==> src/psum_pkg.sv <==
package psum_pkg;

  // --------------------------------------------------
  // data widths
  // --------------------------------------------------
  localparam int psum_w = 16;          // one partial sum
  localparam int word_w = 32;          // one glb word, carries two psums

  // --------------------------------------------------
  // buffer geometry
  // --------------------------------------------------
  localparam int fifo_depth = 4;       // psums held per row
  localparam int words_per_row = 2;    // glb words needed to fill a row
  localparam int row_num_default = 32; // pe rows, top level default

  // glb word as seen on the load channel
  // hi is the first psum of the pair, lo the second
  typedef struct packed {
    logic [psum_w-1:0] hi;
    logic [psum_w-1:0] lo;
  } load_word_t;

  // controller states
  typedef enum logic [1:0] {
    st_idle      = 2'd0, // waiting for first word of a pass
    st_load      = 2'd1, // counting words into the row fifos
    st_drain_req = 2'd2, // step issued, opsum_req up until ack
    st_drain_rel = 2'd3  // waiting for sink to drop ack
  } ctrl_state_t;

endpackage

==> src/ipsum_loader.sv <==
`timescale 1ns/1ps

module ipsum_loader (
  input  logic                 clk,
  input  logic                 reset,
  input  logic                 load_req,
  input  logic                 load_hold,   // controller busy draining
  input  psum_pkg::load_word_t load_word,
  output logic                 load_ack,
  output logic                 store,       // one cycle per accepted word
  output psum_pkg::load_word_t store_word
);

  // --------------------------------------------------
  // four-phase receiver
  // --------------------------------------------------
  // req up + ack low  -> take word, raise ack
  // req low + ack up  -> drop ack, channel idle again

  logic accept;   // phase 1 seen and allowed
  logic req_drop; // phase 3 seen

  // new word only when the previous handshake fully closed
  assign accept   = load_req && !load_ack && !load_hold;
  assign req_drop = !load_req && load_ack;

  always_ff @(posedge clk or negedge reset) begin
    if (!reset) begin
      load_ack <= 1'b0;
      store    <= 1'b0;
    end else begin
      store <= accept; // ack is high next cycle, so this stays one cycle wide
      if (accept) begin
        load_ack <= 1'b1;
      end else if (req_drop) begin
        load_ack <= 1'b0; // phase 4
      end
    end
  end

  // word captured with the strobe
  // buffer sees data and store in the same cycle
  always_ff @(posedge clk) begin
    if (accept) begin
      store_word <= load_word;
    end
  end

endmodule

==> src/ipsum_buffer.sv <==
`timescale 1ns/1ps

module ipsum_buffer #(
  parameter int row_num = 32
) (
  input  logic                                      clk,
  input  logic                                      reset,
  input  logic                                      store,
  input  logic                                      step,
  input  psum_pkg::load_word_t                      store_word,
  output logic [row_num-1:0][psum_pkg::psum_w-1:0] ipsum_vec
);

  import psum_pkg::*;

  localparam int per_word = word_w / psum_w;   // psums per glb word
  localparam int ptr_w    = (row_num > 1) ? $clog2(row_num) : 1;
  localparam int half_w   = (words_per_row > 1) ? $clog2(words_per_row) : 1;

  // --------------------------------------------------
  // write steering
  // --------------------------------------------------
  logic [half_w-1:0] half_q;  // word index within the current row
  logic [ptr_w-1:0]  row_ptr; // row taking the next word
  logic              half_last;
  logic              row_last;

  assign half_last = (half_q == half_w'(words_per_row - 1));
  assign row_last  = (row_ptr == ptr_w'(row_num - 1));

  // advance per stored word only, a paused source keeps its place
  always_ff @(posedge clk or negedge reset) begin
    if (!reset) begin
      half_q  <= '0;
      row_ptr <= '0;
    end else if (store) begin
      if (half_last) begin
        half_q <= '0;
        if (row_last) begin
          row_ptr <= '0; // wrap for next pass
        end else begin
          row_ptr <= row_ptr + 1'b1;
        end
      end else begin
        half_q <= half_q + 1'b1;
      end
    end
  end

  // --------------------------------------------------
  // row fifos
  // --------------------------------------------------
  // entry 0 is newest, entry fifo_depth-1 feeds the reducer
  for (genvar r = 0; r < row_num; r++) begin : g_row
    logic [fifo_depth-1:0][psum_w-1:0] fifo_q;
    logic                              hit;

    assign hit = store && (row_ptr == ptr_w'(r));

    always_ff @(posedge clk or negedge reset) begin
      if (!reset) begin
        fifo_q <= '0;
      end else if (hit) begin
        fifo_q[0] <= store_word.hi;
        fifo_q[1] <= store_word.lo;
        // earlier word moves one word deeper
        for (int i = per_word; i < fifo_depth; i++) begin
          fifo_q[i] <= fifo_q[i-per_word];
        end
      end else if (step) begin
        fifo_q[0] <= '0; // drained slots come back empty
        for (int i = 1; i < fifo_depth; i++) begin
          fifo_q[i] <= fifo_q[i-1];
        end
      end
    end

    assign ipsum_vec[r] = fifo_q[fifo_depth-1]; // oldest psum out
  end

endmodule

==> src/psum_reducer.sv <==
`timescale 1ns/1ps

module psum_reducer #(
  parameter int row_num = 32
) (
  input  logic                                      clk,
  input  logic                                      reset,
  input  logic                                      step,
  input  logic [row_num-1:0][psum_pkg::psum_w-1:0] ipsum_vec,
  input  logic [row_num-1:0][psum_pkg::psum_w-1:0] pe_psum,
  output logic [row_num-1:0][psum_pkg::psum_w-1:0] opsum
);

  import psum_pkg::*;

  // --------------------------------------------------
  // row adders
  // --------------------------------------------------
  // plain psum_w bit add, overflow wraps mod 2^16
  logic [row_num-1:0][psum_w-1:0] sum;

  for (genvar r = 0; r < row_num; r++) begin : g_add
    assign sum[r] = ipsum_vec[r] + pe_psum[r]; // carry out dropped
  end

  // --------------------------------------------------
  // result register
  // --------------------------------------------------
  // ipsum_vec still shows the pre-shift entry on the step cycle,
  // so the buffer shift and this load land on the same edge
  always_ff @(posedge clk or negedge reset) begin
    if (!reset) begin
      opsum <= '0;
    end else if (step) begin
      opsum <= sum; // held for the whole output handshake
    end
  end

endmodule

==> src/psum_ctrl.sv <==
`timescale 1ns/1ps

module psum_ctrl #(
  parameter int row_num = 32
) (
  input  logic clk,
  input  logic reset,
  input  logic store,
  input  logic opsum_ack,
  output logic step,      // one drain beat
  output logic opsum_req,
  output logic load_hold, // blocks load acks while draining
  output logic pass_done
);

  import psum_pkg::*;

  localparam int words_total = words_per_row * row_num; // always >= 2
  localparam int wcnt_w      = $clog2(words_total);
  localparam int beat_w      = $clog2(fifo_depth);

  ctrl_state_t       state;
  logic [wcnt_w-1:0] word_cnt;
  logic [beat_w-1:0] beat_cnt;
  logic              last_word;
  logic              last_beat;

  assign last_word = (word_cnt == wcnt_w'(words_total - 1));
  assign last_beat = (beat_cnt == beat_w'(fifo_depth - 1));

  // from state directly, no loader ack once a drain starts
  assign load_hold = (state == st_drain_req) || (state == st_drain_rel);

  // --------------------------------------------------
  // word counter
  // --------------------------------------------------
  // counts every stored word, wraps at a full buffer
  always_ff @(posedge clk or negedge reset) begin
    if (!reset) begin
      word_cnt <= '0;
    end else if (store) begin
      if (last_word) begin
        word_cnt <= '0;
      end else begin
        word_cnt <= word_cnt + 1'b1;
      end
    end
  end

  // --------------------------------------------------
  // pass fsm
  // --------------------------------------------------
  always_ff @(posedge clk or negedge reset) begin
    if (!reset) begin
      state     <= st_idle;
      beat_cnt  <= '0;
      step      <= 1'b0;
      opsum_req <= 1'b0;
      pass_done <= 1'b0;
    end else begin
      step      <= 1'b0; // strobes
      pass_done <= 1'b0;
      unique case (state)
        st_idle: begin
          if (store) state <= st_load; // first word of the pass
        end
        st_load: begin
          if (store && last_word) begin
            step     <= 1'b1; // first beat right after the last word
            beat_cnt <= '0;
            state    <= st_drain_req;
          end
        end
        st_drain_req: begin
          if (step) begin
            opsum_req <= 1'b1; // opsum registered on the step edge
          end else if (opsum_req && opsum_ack) begin
            opsum_req <= 1'b0; // phase 3
            state     <= st_drain_rel;
          end
        end
        st_drain_rel: begin
          if (!opsum_ack) begin // handshake closed
            if (last_beat) begin
              pass_done <= 1'b1;
              state     <= st_idle;
            end else begin
              beat_cnt <= beat_cnt + 1'b1;
              step     <= 1'b1;
              state    <= st_drain_req;
            end
          end
        end
        default: state <= st_idle;
      endcase
    end
  end

endmodule

==> src/psum_top.sv <==
`timescale 1ns/1ps

module psum_top #(
  parameter int row_num = psum_pkg::row_num_default
) (
  input  logic                                      clk,
  input  logic                                      reset,
  input  logic                                      load_req,
  input  psum_pkg::load_word_t                      load_word,
  output logic                                      load_ack,
  input  logic [row_num-1:0][psum_pkg::psum_w-1:0] pe_psum,
  output logic [row_num-1:0][psum_pkg::psum_w-1:0] opsum,
  output logic                                      opsum_req,
  input  logic                                      opsum_ack,
  output logic                                      pass_done
);

  import psum_pkg::*;

  logic                           store;      // loader strobe
  load_word_t                     store_word;
  logic                           step;       // drain beat
  logic                           load_hold;
  logic [row_num-1:0][psum_w-1:0] ipsum_vec;  // buffer heads

  // --------------------------------------------------
  // load side
  // --------------------------------------------------
  ipsum_loader u_loader (
    .clk        (clk),
    .reset      (reset),
    .load_req   (load_req),
    .load_hold  (load_hold),
    .load_word  (load_word),
    .load_ack   (load_ack),
    .store      (store),
    .store_word (store_word)
  );

  psum_ctrl #(.row_num(row_num)) u_ctrl (
    .clk       (clk),
    .reset     (reset),
    .store     (store),
    .opsum_ack (opsum_ack),
    .step      (step),
    .opsum_req (opsum_req),
    .load_hold (load_hold),
    .pass_done (pass_done)
  );

  // --------------------------------------------------
  // datapath
  // --------------------------------------------------
  ipsum_buffer #(.row_num(row_num)) u_buffer (
    .clk        (clk),
    .reset      (reset),
    .store      (store),
    .step       (step),
    .store_word (store_word),
    .ipsum_vec  (ipsum_vec)
  );

  psum_reducer #(.row_num(row_num)) u_reducer (
    .clk       (clk),
    .reset     (reset),
    .step      (step),
    .ipsum_vec (ipsum_vec),
    .pe_psum   (pe_psum),
    .opsum     (opsum)
  );

endmodule

==> config.mk <==
export PLATFORM = sky130hd
export DESIGN_NAME = psum_top
export DESIGN_NICKNAME = d
export VERILOG_FILES = /design/src/psum_pkg.sv /design/src/ipsum_loader.sv /design/src/ipsum_buffer.sv /design/src/psum_reducer.sv /design/src/psum_ctrl.sv /design/src/psum_top.sv
export SDC_FILE = /design/constraint.sdc
export NUM_CORES = 2
export LEC_CHECK = 0
export BUFFER_PORTS_ARGS = -buffer_cell sky130_fd_sc_hd__buf_2
export CELL_PAD_IN_SITES_DETAIL_PLACEMENT = 1
export CELL_PAD_IN_SITES_GLOBAL_PLACEMENT = 2
export CORE_MARGIN = 5
export CORE_UTILIZATION = 40
export CTS_BUF_LIST = sky130_fd_sc_hd__clkbuf_8
export DETAILED_ROUTE_END_ITERATION = 10
export GPL_ROUTABILITY_DRIVEN = 0
export MAX_ROUTING_LAYER = met4
export PLACE_DENSITY_LB_ADDON = 0.1
export SYNTH_ARGS = -nofsm -noshare
export SYNTH_HDL_FRONTEND = slang
export SYNTH_SLANG_ARGS = --single-unit
==> constraint.sdc <==
create_clock -name clk -period 8.35 [get_ports clk]
set_input_delay 0.835 -clock clk [delete_from_list [all_inputs] [get_ports clk]]
set_output_delay 0.835 -clock clk [all_outputs]
set_load 0.01 [all_outputs]
==> results.tsv <==
metric	value	unit
Max-Cap Viols	0	
Worst Hold Path EP	u_reducer.opsum[464]	
relative slew slack	21.4	%
synthesized area per cell	9.87	sq um
DR WL/cell	23.5	microns
drt total wl	450000	microns
Sequential Power Share	44.4	%
Hold WS	0.139	ns
P_sw	13.9	mW
final setup violation count	0	
FF-to-FF Start	u_ctrl.step	
CP Data Required Time	9.37	ns
synth unique cells	89	
Gate Count Post-Synth	13500	
worst slew pin tran	1.18	ns
Longest Clk Path Bufs	4	
initial antenna violation count	66	
fraction of layout cells with a size suffix above 1	15.7	%
vias post-DR	104000	
residual DRC count	0	
first-pass GRT wire length	683000	microns
largest net degree at the start of global routing	170	
maximum VDD drop	0.159	mV
fmax	250	MHz
register bit total from synthesis	2613	
min-delay worst type	input port to flop	
synthesis-to-layout area growth	14.7	%
Core Footprint	331000	sq um
CTS Buf Count	474	
IO Count	1063	
fin. max-slew vios	0	
RSZ-0062 raised after global routing	no	
worst hold path startpoint	pe_psum[464]	
Area contributors post-synth	dfrtp_1 (49%), mux2i_1 (12%), nand2_1 (7.5%)	
startpoint types	flop	
worst skew pair latency	1.10	ns
grt total ovfl	0	
crit path DAT	5.01	ns
CTS tree	done	
r2r setup slk	4.35	ns
Worst setup EP type	flop	
Mapped Nets	14500	
Starting Density	40.2	%
hold depth	3	
Worst Path Max Fanout	146	
Pleak	67.2	nW
CTS sink cnt	2613	
clock power share	30.9	%
Die Y	587	microns
Fin Setup TNS	0	ns
Final #Nets	15400	
Power Density	267	nW/um^2
clk_skew	0.0498	ns
Rows	211	
Die Wd	587	microns
P_int	26.9	mW
vias in the first global route	110000	
Gate power share	24.7	%
R2R depth	6	
Tot GR Track Use	26.2	%
synthesized area	133000	sq um
detailed placement HPWL	298000	microns
DRC marker count from the first detailed-route iteration	6147	
Sw Ratio	34.0	%
H-Tree Level Count	5	
via-per-instance ratio	5.43	
Hold Vio Cnt, Final	0	
most numerous cell in the Yosys netlist	nand2_1	
synth cell count leaders	nand2_1 (2640), dfrtp_1 (2581), o21ai_0 (1855)	
drt pass-1 iters	5	
IO Port Bufs	1062	
asr flop ratio synth	98.8	%
CTS clk-pin slew, worst paths	0.06	ns
critical path class	flop to flop	
status	completed	
Post-DRT Antenna Nets	0	
min Tclk post-route	4.00	ns
Synth Flop Type	dfrtp_1	
post-synth top area share	48.6	%
die area	344000	sq um
r2r endpoint	u_reducer.opsum[255]	
Post-synth EDFFs	32	
CTS Root Cell	clkbuf_8	
post-CTS sizing	0	
YS warnings	0	
Final period util	47.8	%
area leader, netlist	dfrtp_1	
register area share after synthesis	49.3	%
## layout by cell type, fill, tap and decap left out, drive strengths merged, types with 32 or more instances in the layout
| master | netlist | layout |
|---|---|---|
| nand2 | 2640 | 2640 |
| dfrtp | 2581 | 2581 |
| o21ai | 2058 | 2058 |
| mux2i | 1552 | 1552 |
| buf | 224 | 1218 |
| a21oi | 618 | 618 |
| clkbuf | 685 | 611 |
| ha | 488 | 488 |
| nor2 | 477 | 477 |
| mux2 | 318 | 318 |
| inv | 105 | 275 |
| xnor2 | 265 | 265 |
| a21o | 196 | 196 |
| nand3 | 190 | 190 |
| xor2 | 111 | 111 |
| a211oi | 68 | 68 |
| dlygate4sd3 | 0 | 66 |
| nand4 | 59 | 59 |
| o21bai | 56 | 56 |
| o21a | 55 | 55 |
| nor3 | 54 | 54 |
| and3 | 52 | 52 |
| diode | 0 | 50 |
| clkinv | 0 | 50 |
| nand2b | 48 | 48 |
| a31oi | 46 | 46 |
| fa | 32 | 32 |
| edfxtp | 32 | 32 |
## worst max-delay path by stage
stage                               endpoint  cells after the start         from  slack, ns
3_3_place_gp            u_reducer.opsum[255]                      6  u_ctrl.step       4.41
2_1_floorplan         u_loader.store_word[0]                      1     load_req       4.63
5_1_grt                 u_reducer.opsum[255]                      6  u_ctrl.step       4.11
4_1_cts        u_buffer.g_row[10].fifo_q[37]                      5  u_ctrl.step       4.41
6_report                u_reducer.opsum[255]                      6  u_ctrl.step       4.35
3_5_place_dp   u_buffer.g_row[10].fifo_q[37]                      5  u_ctrl.step       4.43
## flip-flops by register name, indices dropped and copies added (netlist names), 2 cells and up
register,cells
u_buffer.g_row.fifo_q,1536
u_buffer.ipsum_vec,512
u_reducer.opsum,512
u_loader.store_word,32
u_ctrl.word_cnt,6
u_buffer.row_ptr,5
u_ctrl.beat_cnt,2
u_ctrl.state,2
## metrics by stage
stage	instance area [sq um]	instances	total power, mW	utilization [%]	setup slack [ns]
after floorplan	133000	13500	23.7	-	4.63
after global placement	142000	18100	27.8	42.9	4.41
after detailed placement	142000	18100	28.4	42.9	4.43
after CTS	152000	19100	41.3	46.1	4.41
after global routing	152000	19100	43.2	46.1	4.11
final	152000	19100	40.7	46.1	4.35
## per-layer routing
metal	share of wire, %	global-route usage [%]	up-vias
met5	0	-	-
met4	2.9	6.82	0
met3	4.7	4.58	645
met2	47	42.3	1961
met1	45	34.1	52400
li1	-	-	48900
## area by class of cell
type,count,area [sq um]
fill,36900,178000
clock buffer,611,8410
antenna,50,125
timing repair buffer,1284,7500
tap,4366,5460
clock inverter,238,1390
sequential,2613,65600
inverter,105,402
multi-input combinational,9842,63600
## what timing repair did
action | in CTS | in global routing
hold buffers | 66 | 0
endpoints found under the hold margin | 159 | 0
setup buffers | 0 | 0
## critical path: stages (launching register included)
cell,delay [ns]
dfrtp_4,0.93
buf_4,0.65
buf_12,0.63
buf_4,0.77
nand2b_1,0.10
or4_1,0.43
nand3_1,0.08
## logic make-up after synthesis
family	count (synthesis)	synth area share, %
DFF	2613	49.3
buffers and inverters	1014	3.03
and+or+nand+nor	3738	11.7
adders and majority gates	520	5.07
xor gates and xnor gates	376	2.48
AOI/OAI and AO/OA	3338	14.1
muxes	1870	14.4
## power groups by stage
stage                     clock [mW]  combinational, mW  sequential [mW]
after floorplan                    0               5.76             17.9
after global placement             0               9.72             18.1
after detailed placement           0               10.1             18.3
after CTS                       13.0               10.2             18.1
after global routing            13.6               11.2             18.4
final                           12.6               10.1             18.1
Power figures use the tool's default switching activity.
